**src/eim_rd_cfg.svh**
```systemverilog
`ifndef EIM_RD_CFG_SVH
`define EIM_RD_CFG_SVH

// ========================================
// bus and controller widths
// ========================================
`define EIM_WORD_W      64
`define DDR3_ADR_W      30
`define DDR3_DATA_W     32
`define PKT_CNT_W       5
`define FIFO_CNT_W      7
`define RD_COUNT_W      8

// ========================================
// fixed constants
// ========================================
`define DDR3_CMD_READ   3'b001
`define FETCH_MIN_WORDS 2    // one full pair in the read fifo

`endif

```
**src/eim_rd_pkg.sv**
```systemverilog
`include "eim_rd_cfg.svh"

package eim_rd_pkg;

   // command latched from the control word
   typedef struct packed {
      logic [`DDR3_ADR_W-1:0] adr;
      logic [`PKT_CNT_W-1:0]  num_pkts;
   } rd_cmd_t;

   // controller read fifo level
   typedef struct packed {
      logic [`FIFO_CNT_W-1:0] count;
      logic                   empty;
      logic                   full;
   } fifo_level_t;

   // controller command fifo level
   typedef struct packed {
      logic empty;
      logic full;
   } cmd_port_level_t;

   // ========================================
   // host status word, msb first
   // ========================================
   typedef struct packed {
      logic [`EIM_WORD_W-`RD_COUNT_W-17:0] zero_hi;
      logic [`RD_COUNT_W-1:0]               readcount;
      logic [1:0]                           zero_mid;
      logic                                 word_ready;
      logic                                 cmd_err;   // sticky
      logic                                 cmd_empty;
      logic                                 cmd_full;
      logic                                 rd_empty;
      logic                                 rd_full;
      logic                                 zero_lo;
      logic [`FIFO_CNT_W-1:0]               fifo_count;
   } rd_status_t;

endpackage

```
**src/rd_cmd_decode.sv**
```systemverilog
`timescale 1ns/1ps

`include "eim_rd_cfg.svh"

module rd_cmd_decode
   import eim_rd_pkg::*;
(
   input  logic                   clk,
   input  logic                   reset_errors,
   input  logic [`EIM_WORD_W-1:0] ctl,
   input  logic                   ctl_stb,
   output rd_cmd_t                cmd,
   output logic                   cmd_go
);

   localparam int PKT_LSB = 32;   // count field position in ctl

   logic [`PKT_CNT_W-1:0] ctl_pkts;
   logic                  ctl_nonzero;

   assign ctl_pkts    = ctl[PKT_LSB +: `PKT_CNT_W];
   assign ctl_nonzero = (ctl_pkts != '0);

   // ========================================
   // command capture
   // ========================================
   always_ff @(posedge clk) begin
      if (ctl_stb) begin
         cmd.adr      <= ctl[`DDR3_ADR_W-1:0];
         cmd.num_pkts <= ctl_pkts;
      end
   end

   // zero count starts nothing
   always_ff @(posedge clk) begin
      if (reset_errors) begin
         cmd_go <= 1'b0;
      end else begin
         cmd_go <= ctl_stb & ctl_nonzero;
      end
   end

   // single cycle go pulse
   a_go_pulse : assert property (
      @(posedge clk) disable iff (reset_errors)
      cmd_go |=> !cmd_go
   ) else $error("cmd_go held high for more than one cycle");

endmodule

```
**src/rd_cmd_issue.sv**
```systemverilog
`timescale 1ns/1ps

`include "eim_rd_cfg.svh"

module rd_cmd_issue
   import eim_rd_pkg::*;
(
   input  logic                   clk,
   input  logic                   reset_errors,
   input  rd_cmd_t                cmd,
   input  logic                   cmd_go,
   input  cmd_port_level_t        cmd_level,
   output logic [2:0]             ddr3_rd_cmd,
   output logic [`PKT_CNT_W:0]    ddr3_rd_bl,
   output logic [`DDR3_ADR_W-1:0] ddr3_rd_adr,
   output logic                   ddr3_rd_cmd_en,
   output logic                   cmd_err
);

   // ========================================
   // command port
   // ========================================
   assign ddr3_rd_cmd    = `DDR3_CMD_READ;
   assign ddr3_rd_adr    = {cmd.adr[`DDR3_ADR_W-1:2], 2'b00};   // word aligned
   // two fifo words per packet, bl is length minus one
   assign ddr3_rd_bl     = {cmd.num_pkts, 1'b0} - 1'b1;
   assign ddr3_rd_cmd_en = cmd_go;

   // overflow flag stays until cleared
   always_ff @(posedge clk) begin
      if (reset_errors) begin
         cmd_err <= 1'b0;
      end else if (cmd_go && cmd_level.full) begin
         cmd_err <= 1'b1;
      end
   end

   a_adr_aligned : assert property (
      @(posedge clk) disable iff (reset_errors)
      ddr3_rd_cmd_en |-> (ddr3_rd_adr[1:0] == 2'b00)
   ) else $error("read command issued with unaligned address");

endmodule

```
**src/rd_burst_fetch.sv**
```systemverilog
`timescale 1ns/1ps

`include "eim_rd_cfg.svh"

module rd_burst_fetch
   import eim_rd_pkg::*;
(
   input  logic                    clk,
   input  logic                    reset_errors,
   input  logic [`PKT_CNT_W-1:0]   num_pkts,
   input  logic                    cmd_go,
   input  fifo_level_t             rd_level,
   input  logic [`DDR3_DATA_W-1:0] ddr3_rd_data,
   output logic                    ddr3_rd_en,
   output logic [`EIM_WORD_W-1:0]  burst_word,
   output logic                    word_ready,
   input  logic                    rd_stb
);

   localparam int CNT_W  = `FIFO_CNT_W;
   localparam int DW     = `DDR3_DATA_W;
   localparam int N_ST   = 6;

   // one-hot state bits
   localparam int S_IDLE  = 0;
   localparam int S_PEND  = 1;
   localparam int S_FETCH = 2;
   localparam int S_LSB   = 3;
   localparam int S_MSB   = 4;
   localparam int S_WAIT  = 5;

   localparam logic [N_ST-1:0] ST_IDLE = N_ST'(1) << S_IDLE;

   logic [N_ST-1:0]            state;
   logic [N_ST-1:0]            state_nxt;
   logic [`PKT_CNT_W-1:0]      outstanding;
   logic [`EIM_WORD_W-1:0]     rd_cache;
   logic                       pair_avail;
   logic                       drain_more;

   // full pair present, no drain pop in flight
   assign pair_avail = (rd_level.count >= CNT_W'(`FETCH_MIN_WORDS)) && !ddr3_rd_en;
   // leftover word beyond the one being popped now
   assign drain_more = (rd_level.count > CNT_W'(ddr3_rd_en));

   // ========================================
   // next state
   // ========================================
   always_comb begin
      state_nxt = ST_IDLE;
      case (1'b1)
         state[S_IDLE]: begin
            if (cmd_go) begin
               state_nxt = N_ST'(1) << S_PEND;
            end
         end
         state[S_PEND]: begin
            if (outstanding == '0) begin
               state_nxt = ST_IDLE;
            end else if (pair_avail) begin
               state_nxt = N_ST'(1) << S_FETCH;
            end else begin
               state_nxt = N_ST'(1) << S_PEND;
            end
         end
         state[S_FETCH]: state_nxt = N_ST'(1) << S_LSB;
         state[S_LSB]:   state_nxt = N_ST'(1) << S_MSB;
         state[S_MSB], state[S_WAIT]: begin
            if (rd_stb) begin
               state_nxt = N_ST'(1) << S_PEND;
            end else begin
               state_nxt = N_ST'(1) << S_WAIT;
            end
         end
         default: state_nxt = ST_IDLE;
      endcase
   end

   // ========================================
   // control registers
   // ========================================
   always_ff @(posedge clk) begin
      if (reset_errors) begin
         state       <= ST_IDLE;
         outstanding <= '0;
         ddr3_rd_en  <= 1'b0;
      end else begin
         state <= state_nxt;
         if (state[S_IDLE]) begin
            outstanding <= num_pkts;
         end else if (state[S_MSB]) begin
            outstanding <= outstanding - 1'b1;
         end
         // pair pops in lsb and msb, idle drains leftovers
         ddr3_rd_en <= (state[S_IDLE] & drain_more) | state[S_FETCH] | state[S_LSB];
      end
   end

   // pair packing, low word first
   always_ff @(posedge clk) begin
      if (state[S_LSB]) begin
         rd_cache[DW-1:0] <= ddr3_rd_data;
      end
      if (state[S_MSB]) begin
         rd_cache[2*DW-1:DW] <= ddr3_rd_data;
      end
   end

   // high word shown straight from the fifo head while it is popped
   assign burst_word = {(state[S_MSB] ? ddr3_rd_data : rd_cache[2*DW-1:DW]),
                        rd_cache[DW-1:0]};
   assign word_ready = state[S_MSB] | state[S_WAIT];

   a_onehot : assert property (
      @(posedge clk) disable iff (reset_errors)
      $onehot(state)
   ) else $error("fetch state is not one-hot");

   a_no_empty_pop : assert property (
      @(posedge clk) disable iff (reset_errors)
      ddr3_rd_en |-> !rd_level.empty
   ) else $error("read fifo popped while empty");

endmodule

```
**src/rd_host_status.sv**
```systemverilog
`timescale 1ns/1ps

`include "eim_rd_cfg.svh"

module rd_host_status
   import eim_rd_pkg::*;
(
   input  logic                   clk,
   input  logic                   reset_errors,
   input  logic                   ctl_stb,
   input  logic                   rd_stb,
   input  logic [`EIM_WORD_W-1:0] burst_word,
   input  logic                   word_ready,
   input  logic                   cmd_err,
   input  fifo_level_t            rd_level,
   input  cmd_port_level_t        cmd_level,
   output logic [`EIM_WORD_W-1:0] burst_rd,
   output rd_status_t             status
);

   logic [`RD_COUNT_W-1:0] readcount;

   // ========================================
   // host read counter
   // ========================================
   always_ff @(posedge clk) begin
      if (reset_errors) begin
         readcount <= '0;
      end else if (ctl_stb) begin
         readcount <= '0;   // new burst
      end else if (rd_stb) begin
         readcount <= readcount + 1'b1;
      end
   end

   assign burst_rd = burst_word;

   // status word assembly
   always_comb begin
      status            = '0;
      status.fifo_count = rd_level.count;
      status.rd_full    = rd_level.full;
      status.rd_empty   = rd_level.empty;
      status.cmd_full   = cmd_level.full;
      status.cmd_empty  = cmd_level.empty;
      status.cmd_err    = cmd_err;
      status.word_ready = word_ready;   // for polling hosts
      status.readcount  = readcount;
   end

endmodule

```
**src/ddr3_eim_rd_top.sv**
```systemverilog
`timescale 1ns/1ps

`include "eim_rd_cfg.svh"

module ddr3_eim_rd_top
   import eim_rd_pkg::*;
(
   input  logic                    clk,
   input  logic                    reset_errors,
   // host bus
   input  logic [`EIM_WORD_W-1:0]  ctl,
   input  logic                    ctl_stb,
   input  logic                    rd_stb,
   output logic [`EIM_WORD_W-1:0]  burst_rd,
   output logic [`EIM_WORD_W-1:0]  status,
   // controller read command port
   output logic [2:0]              ddr3_rd_cmd,
   output logic [`PKT_CNT_W:0]     ddr3_rd_bl,
   output logic [`DDR3_ADR_W-1:0]  ddr3_rd_adr,
   output logic                    ddr3_rd_cmd_en,
   input  logic                    ddr3_rd_cmd_empty,
   input  logic                    ddr3_rd_cmd_full,
   // controller read data fifo
   input  logic [`DDR3_DATA_W-1:0] ddr3_rd_data,
   input  logic [`FIFO_CNT_W-1:0]  ddr3_rd_count,
   input  logic                    ddr3_rd_empty,
   input  logic                    ddr3_rd_full,
   output logic                    ddr3_rd_en
);

   rd_cmd_t                cmd;
   logic                   cmd_go;
   logic                   cmd_err;
   logic                   word_ready;
   logic [`EIM_WORD_W-1:0] burst_word;
   fifo_level_t            rd_level;
   cmd_port_level_t        cmd_level;

   // ========================================
   // level bundles
   // ========================================
   assign rd_level  = '{count: ddr3_rd_count, empty: ddr3_rd_empty, full: ddr3_rd_full};
   assign cmd_level = '{empty: ddr3_rd_cmd_empty, full: ddr3_rd_cmd_full};

   rd_cmd_decode u_rd_cmd_decode (
      .clk(clk), .reset_errors(reset_errors),
      .ctl(ctl), .ctl_stb(ctl_stb),
      .cmd(cmd), .cmd_go(cmd_go)
   );

   rd_cmd_issue u_rd_cmd_issue (
      .clk(clk), .reset_errors(reset_errors),
      .cmd(cmd), .cmd_go(cmd_go), .cmd_level(cmd_level),
      .ddr3_rd_cmd(ddr3_rd_cmd), .ddr3_rd_bl(ddr3_rd_bl),
      .ddr3_rd_adr(ddr3_rd_adr), .ddr3_rd_cmd_en(ddr3_rd_cmd_en),
      .cmd_err(cmd_err)
   );

   rd_burst_fetch u_rd_burst_fetch (
      .clk(clk), .reset_errors(reset_errors),
      .num_pkts(cmd.num_pkts), .cmd_go(cmd_go),
      .rd_level(rd_level), .ddr3_rd_data(ddr3_rd_data),
      .ddr3_rd_en(ddr3_rd_en), .burst_word(burst_word),
      .word_ready(word_ready), .rd_stb(rd_stb)
   );

   rd_host_status u_rd_host_status (
      .clk(clk), .reset_errors(reset_errors),
      .ctl_stb(ctl_stb), .rd_stb(rd_stb),
      .burst_word(burst_word), .word_ready(word_ready), .cmd_err(cmd_err),
      .rd_level(rd_level), .cmd_level(cmd_level),
      .burst_rd(burst_rd), .status(status)
   );

endmodule

```
**config.mk**
```make
export PLATFORM = sky130hd
export DESIGN_NAME = ddr3_eim_rd_top
export DESIGN_NICKNAME = d
export VERILOG_FILES = /design/src/eim_rd_pkg.sv /design/src/rd_cmd_decode.sv /design/src/rd_cmd_issue.sv /design/src/rd_burst_fetch.sv /design/src/rd_host_status.sv /design/src/ddr3_eim_rd_top.sv
export VERILOG_INCLUDE_DIRS = /design/src /design/src/src
export SDC_FILE = /design/constraint.sdc
export NUM_CORES = 1
export LEC_CHECK = 0
export BUFFER_PORTS_ARGS = -buffer_cell sky130_fd_sc_hd__buf_2
export CAP_MARGIN = 10
export CORE_MARGIN = 1
export CORE_UTILIZATION = 35
export CTS_CLUSTER_DIAMETER = 60
export DETAILED_ROUTE_END_ITERATION = 10
export GPL_TIMING_DRIVEN = 1
export PLACE_DENSITY_LB_ADDON = 0.3
export REMOVE_ABC_BUFFERS = 1
export SLEW_MARGIN = 0
export SYNTH_ARGS = -nofsm -noshare
export SYNTH_HDL_FRONTEND = slang
export SYNTH_SLANG_ARGS = --single-unit
```
**constraint.sdc**
```tcl
create_clock -name clk -period 2.53 [get_ports clk]
set_clock_uncertainty 0.15 [all_clocks]
set_input_delay 0.506 -clock clk [delete_from_list [all_inputs] [get_ports clk]]
set_output_delay 0.506 -clock clk [all_outputs]
set_load 0.005 [all_outputs]
```
==> results of run 1 <==
## cell usage after synthesis (2+ instances only)
cell type    n  share of area [%]
inv_1       10               0.76
xnor2_1      4               0.71
o21ai_0      2               0.20
conb_1       2               0.15
buf_2        4               0.41
nand4_1      2               0.25
or2_2        2               0.25
or3_1        2               0.25
o31ai_1      2               0.30
nand2_1      6               0.46
clkbuf_1     3               0.23
a21oi_1      7               0.71
ha_1         4                1.0
mux2_2      32                7.3
nor3b_1      2               0.30
buf_4      123                 19
edfxtp_1    65                 40
or4_1        2               0.30
nand3_1      3               0.30
nor3_1       2               0.20
a211oi_1     3               0.46
nor2_1      14                1.1
dfxtp_1     54                 22
xor2_1       7                1.2
## layout by cell type, fill, tap and decap left out, types with 2 or more instances in the layout
cell type | synthesis | routed
buf_2 | 4 | 193
edfxtp_1 | 65 | 65
dfxtp_1 | 54 | 53
conb_1 | 2 | 49
mux2_2 | 32 | 32
clkbuf_16 | 0 | 17
nor2_1 | 14 | 14
inv_1 | 10 | 10
xor2_1 | 7 | 7
a21oi_1 | 7 | 7
nand2_1 | 6 | 6
clkinv_2 | 0 | 6
xnor2_1 | 4 | 4
ha_1 | 4 | 4
clkbuf_1 | 3 | 4
nand3_1 | 3 | 3
a211oi_1 | 3 | 3
nor3_1 | 2 | 2
or2_2 | 2 | 2
nand4_1 | 2 | 2
o21ai_0 | 2 | 2
or3_1 | 2 | 2
o31ai_1 | 2 | 2
or4_1 | 2 | 2
nor3b_1 | 2 | 2
bufinv_16 | 0 | 2
buf_4 | 123 | 2
## cell families (layout without fill, tap and decap cells)
logic type	after synthesis	after routing	synth area share, %
buffers and inverters	140	238	20.1
flip-flops	119	119	61.5
AND/OR/NAND/NOR	45	45	5.17
multiplexers	33	33	7.51
AO/OA/AOI/OAI	19	19	2.64
XOR/XNOR	11	11	1.95
adder cells (fa/ha/maj)	4	4	1.01
other	2	49	0.152
## flip-flops by register name, indices dropped and copies added (netlist names)
| name | cells |
|---|---|
| u_rd_burst_fetch.outstanding | 5 |
| u_rd_host_status.readcount | 8 |
| u_rd_cmd_decode.cmd | 33 |
| u_rd_burst_fetch.rd_cache | 64 |
| u_rd_cmd_decode.cmd_go | 1 |
| u_rd_cmd_issue.cmd_err | 1 |
| u_rd_burst_fetch.state | 6 |
| u_rd_burst_fetch.ddr3_rd_en | 1 |
## power breakdown
part | switching (mW) | total (mW) | leakage (nW) | internal (mW)
registers | 0.0237 | 2.12 | 1.05 | 2.10
logic | 0.112 | 0.215 | 1.41 | 0.103
clock network | 0.796 | 2.26 | 0.277 | 1.46
total | 0.931 | 4.60 | 2.73 | 3.67
## area by class of cell
class / instances / share of cell area, %
Multi-Input combinational cell: 161 / 18.3
Timing Repair Buffer: 196 / 16.8
Tap cell: 180 / 3.79
Clock buffer: 22 / 7.64
Inverter: 10 / 0.631
Sequential cell: 119 / 51.0
Clock inverter: 10 / 1.79
## per-layer routing
| metal | GRT usage [%] | part of all wire [%] |
|---|---|---|
| met1 | 12.6 | 40 |
| met2 | 18.2 | 46 |
| met3 | 7.12 | 13 |
| met4 | 6.71 | 1.8 |
| met5 | 0 | 0 |
## final timing paths
kind	startpoint	to	slack (ns)
setup / recovery	u_rd_burst_fetch.state[4]	burst_rd[32]	0.13
hold / removal	ctl[7]	u_rd_cmd_decode.cmd[12]	0.12
setup reg to reg	u_rd_burst_fetch.state[4]	u_rd_burst_fetch.outstanding[3]	0.97
hold reg to reg	u_rd_burst_fetch.rd_cache[58]	u_rd_burst_fetch.rd_cache[58]	0.32
## stage by stage
step	setup WS, ns	util (%)	area (sq um)	cells
3_3_place_gp	0.549	38.9	5380	666
5_1_grt	0.0219	43.0	5940	698
4_1_cts	0.0874	43.0	5940	698
3_5_place_dp	0.551	38.9	5380	666
6_report	0.131	43.0	5940	698
2_1_floorplan	0.375	-	4160	290
==> results.yml, run 1 <==
drt:
  wl_per_cell_um: 12.3
  drt_first_iter_violations: 128
  drc_errors: 0
  num_vias: 2899
  drtPass1Iterations: 6
  avgViaCountPerCell: 4.15
  routed_wl_um: 8600
  ant_nets: 0
yosys:
  synth_edf_count: 65
  syn_area_sq_um: 4930
  syn_inst: 373
  synth_warnings: 0
  ys_ff_latch: 119
  async_flop_share_pct: 0
  synthFlopType: "edfxtp_1"
  ys_types: 40
  synth_area_per_cell_sq_um: 13.2
  ys_seq_area_share_pct: 61.5
global_routing:
  antenna_found_initial: 0
  grt_overflow: 0
  grt_max_degree: 36
  track_usage_pct: 11.9
  grt_pass1_wl_um: 12900
  grt_pass1_vias: 2699
hold_path:
  worst_hold_path_type: "input port to register"
  min_path_cells: 1
layout:
  area_growth_pct: 20.5
  seq_area_sq_um: 3030
  layout.nets: 620
  drive_gt1_share_pct: 50.8
  antenna_cells: 0
  fillCellCount: 1287
  multiInputGateArea_sq_um: 1090
timing:
  setup_viol: 0
  fin_crit_sh_pct: 94.8
  fmax_mhz: 417
  slew_viol_final: 0
  tns_ns: 0
  rsz0062_at_grt: "false"
  hold_viol_final: 0
  max-slew-margin-rel_pct: 49.8
  worst_pin_slew_ns: 0.753
  whs_ns: 0.122
  fin_crit_ns: 2.40
worst_setup_path:
  r2r_cells: 3
  path_cells: "buf_4 > mux2_2 > buf_2"
  critPathKind: "register to output pin"
  crit_buf_inv: 2
  path_max_fanout: 17
  slowest_stage: "dfxtp_2"
  critPathArrivalTime_ns: 1.74
  cp-start-kind: "register"
  cp_slowest_stage_delay_ns: 0.60
  worstSetupEndpointType: "output pin"
  worstPathRequired_ns: 1.87
  critical-path-top-delay-family: "flip-flops"
  worstSetupPathDepth: 3
clock_tree:
  cts_tree: "done"
  cts_resized: 0
  path_clk_slew_ns: 0.06
  clkLatencyLatePin_ns: 0.41
  cts_made_buffers: 17
  cts_root_buf: "clkbuf_16"
  clockBufferDepth: 2
  cts_num_sinks: 119
  cts_setup_buffers: 0
  hold_buffers: 0
  htreeDepth: 4
die:
  fp.dieH_um: 121
  dieArea_sq_um: 14600
  boundaryPins: 280
  rows: 43
  fp.dieW_um: 121
  core_sq_um: 13800
  start_util_pct: 35.7
pwr:
  p_total_mw: 4.60
  ir_drop_mv: 0.381
  p_leak_nw: 2.73
  p_per_area_nw_per_um2: 773
run:
  cap_violations: 0
status:
  outcome: "finished clean"
placed_design:
  port_buffers: 193
  gp_congestion: 0.702
  place_hpwl_um: 6280
Note: power is estimated with default switching activity, not from simulation.
==> run 2, diff against run 1 <==
--- a/config.mk
+++ b/config.mk
@@ -6,12 +6,13 @@
 export SDC_FILE = /design/constraint.sdc
 export NUM_CORES = 1
 export LEC_CHECK = 0
-export BUFFER_PORTS_ARGS = -buffer_cell sky130_fd_sc_hd__buf_2
 export CAP_MARGIN = 10
 export CORE_MARGIN = 1
 export CORE_UTILIZATION = 35
 export CTS_CLUSTER_DIAMETER = 60
+export CTS_CLUSTER_SIZE = 16
 export DETAILED_ROUTE_END_ITERATION = 10
+export DONT_BUFFER_PORTS = 1
 export GPL_TIMING_DRIVEN = 1
 export PLACE_DENSITY_LB_ADDON = 0.3
 export REMOVE_ABC_BUFFERS = 1
==> run 2 against run 1 <==
Sequential share of layout area up 8.8 points. Die area stayed put. Sequential power about the same. Wire length fell by 11%. Worst setup slack better by 0.17 ns. Final area decreased by 15%. Total power is 3.7% higher. Clock-buffer cell count decreased by 3.
==> results.yml, run 2 (synthesis results as in run 1) <==
status:
  outcome: "finished clean"
drt:
  routed_wl_um: 7610
  drc_errors: 0
  avgViaCountPerCell: 4.37
  num_vias: 2209
  drt_first_iter_violations: 92
  drtPass1Iterations: 4
  wl_per_cell_um: 15.0
  ant_nets: 0
die:
  fp.dieH_um: 121
  dieArea_sq_um: 14600
  rows: 43
  core_sq_um: 13800
  fp.dieW_um: 121
  boundaryPins: 280
  start_util_pct: 35.7
global_routing:
  antenna_found_initial: 0
  grt_pass1_vias: 2082
  grt_pass1_wl_um: 11100
  grt_overflow: 0
  track_usage_pct: 10.5
  grt_max_degree: 36
clock_tree:
  clkLatencyLatePin_ns: 0.40
  htreeDepth: 4
  hold_buffers: 2
  cts_made_buffers: 17
  cts_setup_buffers: 0
  clockBufferDepth: 2
  cts_num_sinks: 119
  path_clk_slew_ns: 0.05
  cts_root_buf: "clkbuf_16"
  cts_tree: "done"
  cts_resized: 0
worst_setup_path:
  worstSetupEndpointType: "output pin"
  critPathArrivalTime_ns: 1.58
  critPathKind: "register to output pin"
  worstPathRequired_ns: 1.87
  critical-path-top-delay-family: "flip-flops"
  crit_buf_inv: 1
  path_cells: "inv_1 > ha_1 > nor3b_1 > xnor2_1"
  path_max_fanout: 3
  cp_slowest_stage_delay_ns: 0.39
  cp-start-kind: "register"
  slowest_stage: "edfxtp_1"
pwr:
  p_sw_share_pct: 18.8
  p_leak_nw: 1.93
  p_total_mw: 4.77
  clockPowerShare_pct: 53.5
  ir_drop_mv: 0.422
  p_seq_share_pct: 44.8
  power.internal_mw: 3.87
  p_per_area_nw_per_um2: 941
  combPwrFrac_pct: 1.6
  switchingPower_mw: 0.897
layout:
  final_cell_mix: "65 x edfxtp_1, 53 x dfxtp_1, 49 x conb_1, 32 x mux2_2, 17 x clkbuf_16"
  layout_commonest_cell: "edfxtp_1"
  antenna_cells: 0
  area_growth_pct: 2.69
  top_register: "u_rd_burst_fetch.rd_cache"
  fillCellCount: 1286
  drive_gt1_share_pct: 21.5
  finalInstanceArea_sq_um: 5070
  largest_reg_flops: 64
  reg_top3: "u_rd_burst_fetch.rd_cache: 64 flops, u_rd_cmd_decode.cmd: 33 flops, u_rd_host_status.readcount: 8 flops"
  layout.nets: 428
timing:
  fmax_mhz: 448
  hold_viol_final: 0
  setup_viol: 0
  tns_ns: 0
  whs_ns: 0.0257
  rsz0062_at_grt: "false"
  slew_viol_final: 0
  fin_crit_sh_pct: 88.2
  fin_crit_ns: 2.23
placed_design:
  placed_cell_area_sq_um: 4410
  place_hpwl_um: 5470
  gp_congestion: 0.724
  port_buffers: 0
run:
  cap_violations: 0
hold_path:
  worst_hold_path_type: "input port to register"
-- run 2: path summary, 6_finish.rpt --
kind	from	to	slack, ns	depth (start not counted)
hold / removal	reset_errors	u_rd_cmd_decode.cmd_go	0.03	1
setup reg to reg	u_rd_burst_fetch.state[4]	u_rd_burst_fetch.outstanding[3]	0.90	4
setup / recovery	u_rd_cmd_decode.cmd[0]	ddr3_rd_bl[5]	0.30	4
hold reg to reg	u_rd_burst_fetch.rd_cache[35]	u_rd_burst_fetch.rd_cache[35]	0.34	1
-- run 2: area by class of cell --
cell class                      count  area (sq um)  area share [%]
Clock inverter                     13           204            4.02
Clock buffer                       19           433            8.54
Multi-Input combinational cell    161          1090            21.4
Inverter                           10          37.5           0.741
Timing Repair Buffer                4          47.5           0.938
Tap cell                          180           225            4.44
Sequential cell                   119          3030            59.9
-- run 2: layer usage --
layer | up-vias | track usage, % | wire length [um]
met3 | 14 | 6.98 | 1160
met1 | 1022 | 10.2 | 2800
met4 | 0 | 6.48 | 165
li1 | 994 | - | -
met5 | - | 0 | 0
met2 | 179 | 16.5 | 3490
-- run 2: power by group through the flow --
stage / sequential [mW] / combinational [mW] / clock [mW]
global placement: 2.18 / 0.0718 / 0
CTS: 2.14 / 0.0770 / 2.61
global route: 2.14 / 0.0915 / 2.69
detailed placement: 2.17 / 0.0721 / 0
finish: 2.14 / 0.0767 / 2.55
floorplan: 2.17 / 0.0612 / 0
-- run 2: through the flow --
stage | util, % | std cells | setup slack [ns]
6_report | 36.6 | 506 | 0.299
5_1_grt | 36.6 | 506 | 0.145
4_1_cts | 36.6 | 506 | 0.238
3_5_place_dp | 31.9 | 472 | 0.694
3_3_place_gp | 31.9 | 472 | 0.697
2_1_floorplan | - | 290 | 0.375
==> run 3, diff against run 2 <==
--- a/config.mk
+++ b/config.mk
@@ -7,6 +7,7 @@
 export NUM_CORES = 1
 export LEC_CHECK = 0
 export CAP_MARGIN = 10
+export CORE_ASPECT_RATIO = 0.5
 export CORE_MARGIN = 1
 export CORE_UTILIZATION = 35
 export CTS_CLUSTER_DIAMETER = 60
==> run 3 against run 2 <==
Core utilization about the same. Total power down 5.2%. First-iteration DRC count decreased by 6.5%. Worst setup slack lost 0.14 ns. Hold slack got worse by 0.0083 ns. Via count shrank 2.2%. Critical endpoint is now burst_rd[54]. Highest routed layer unchanged.
==> results.yml, run 3 (synthesis results as in run 1) <==
timing:
  max-slew-margin-rel_pct: 45.9
  hold_viol_final: 0
  rsz0062_at_grt: "false"
  setup_ws_ns: 0.160
  fin_crit_sh_pct: 93.7
  worst_pin_slew_ns: 0.812
  tns_ns: 0
  setup_viol: 0
  slew_viol_final: 0
  whs_ns: 0.0174
  fin_crit_ns: 2.37
  fmax_mhz: 422
pwr:
  p_per_area_nw_per_um2: 904
  ir_drop_mv: 0.401
  p_leak_nw: 1.91
clock_tree:
  htreeDepth: 4
  cts_made_buffers: 17
  clockBufferDepth: 2
  clkLatencyLatePin_ns: 0.40
  cts_tree: "done"
  cts_num_sinks: 119
  cts_setup_buffers: 0
  cts_root_buf: "clkbuf_16"
  cts_resized: 0
  path_clk_slew_ns: 0.05
  hold_buffers: 0
die:
  boundaryPins: 280
  fp.dieW_um: 170
  start_util_pct: 36.1
  core_sq_um: 13700
  dieArea_sq_um: 14600
  rows: 30
  fp.dieH_um: 86.0
global_routing:
  track_usage_pct: 11.4
  grt_pass1_wl_um: 12200
  grt_overflow: 0
  grt_max_degree: 36
  grt_pass1_vias: 2187
  antenna_found_initial: 1
placed_design:
  port_buffers: 0
  place_hpwl_um: 6040
  pre_cts_ws_ns: 0.416
  dpl.cell_count: 484
  gp_congestion: 0.681
worst_setup_path:
  r2r_start: "u_rd_burst_fetch.state[4]"
  worstSetupEndpoint: "burst_rd[54]"
  critPathArrivalTime_ns: 1.71
  slowest_stage: "dfxtp_2"
  critical-path-top-delay-family: "flip-flops"
  crit_buf_inv: 0
  r2r_cells: 4
  cp-start-kind: "register"
  worstSetupEndpointType: "output pin"
  path_max_fanout: 34
  worstReg2RegEnd: "u_rd_burst_fetch.outstanding[3]"
  critPathKind: "register to output pin"
  path_cells: "mux2_2"
  startpoint: "u_rd_burst_fetch.state[4]"
  worstPathRequired_ns: 1.87
  cp_slowest_stage_delay_ns: 0.86
  rrSetupSlack_ns: 0.41
  worstSetupPathDepth: 1
run:
  cap_violations: 0
drt:
  ant_nets: 0
  wl_per_cell_um: 16.2
  drt_first_iter_violations: 86
  avgViaCountPerCell: 4.18
  drtPass1Iterations: 6
  num_vias: 2160
  routed_wl_um: 8380
  drc_errors: 0
layout:
  drive_gt1_share_pct: 21.6
  fin_cells: 517
  layout_commonest_cell: "edfxtp_1"
  reg_top3: "u_rd_burst_fetch.rd_cache: 64 flops, u_rd_cmd_decode.cmd: 33 flops, u_rd_host_status.readcount: 8 flops"
  fin_util_pct: 36.6
  layout.nets: 426
  largest_reg_flops: 64
  top_register: "u_rd_burst_fetch.rd_cache"
  final_cell_mix: "65 x edfxtp_1, 53 x dfxtp_1, 49 x conb_1, 32 x mux2_2, 20 x clkbuf_16"
  area_growth_pct: 1.37
status:
  outcome: "finished clean"
hold_path:
  worst_hold_path_type: "input port to register"
## run 3: cell types whose count changed in the layout (fill, tap and decap cells not counted), sizes merged
| cell | before | now |
|---|---|---|
| clkbuf | 19 | 26 |
| dlygate4sd3 | 2 | 0 |
| clkinv | 5 | 4 |
| diode | 0 | 1 |
| inv | 10 | 11 |
| clkinvlp | 3 | 1 |
| bufinv | 5 | 0 |
## run 3: cell type report
type / instances / area [sq um]
inverters: 10 / 37.5
well taps: 192 / 240
multi-input cells: 161 / 1090
repair buffers: 2 / 15.0
clock buffers: 26 / 553
flip-flops and latches: 119 / 3030
diodes: 1 / 2.50
fillers: 1324 / 8660
clock inverters: 6 / 33.8
## run 3: per-stage QoR
stage	power (mW)	cell area [sq um]
finish	4.52	5000
global route	4.67	5000
CTS	4.58	5000
detailed placement	2.25	4410
global placement	2.25	4410
floorplan	2.23	4160
## run 3: worst reg2reg max path: stages, from the launching register on
cell and delay [ns]:
dfxtp_2 0.86, buf_4 0.27, nor4b_1 0.38, xnor2_1 0.14
a211oi_1 0.24
## run 3: power by group
part           internal (mW)  leakage [nW]  total (mW)  switching, mW
Combinational         0.0267         0.570      0.0739         0.0472
Clock                   1.50         0.292        2.31          0.806
Sequential              2.10          1.05        2.14         0.0387
## run 3: worst min-delay path by stage
stage / start / endpoint / slack, ns / depth (start not counted)
2_1_floorplan: u_rd_cmd_issue.cmd_err / u_rd_cmd_issue.cmd_err / 0.31 / 2
5_1_grt: reset_errors / u_rd_burst_fetch.ddr3_rd_en / 0.003 / 1
6_report: reset_errors / u_rd_burst_fetch.ddr3_rd_en / 0.02 / 1
3_3_place_gp: u_rd_burst_fetch.rd_cache[35] / u_rd_burst_fetch.rd_cache[35] / 0.33 / 1
3_5_place_dp: u_rd_burst_fetch.rd_cache[59] / u_rd_burst_fetch.rd_cache[59] / 0.33 / 1
4_1_cts: reset_errors / u_rd_burst_fetch.ddr3_rd_en / 0.0001 / 1
## run 3: metal layers
metal	part of all wire, %	track usage, %
met5	0	0
met2	53	19.9
met1	35	10.9
met3	10	6.60
met4	1.3	5.73
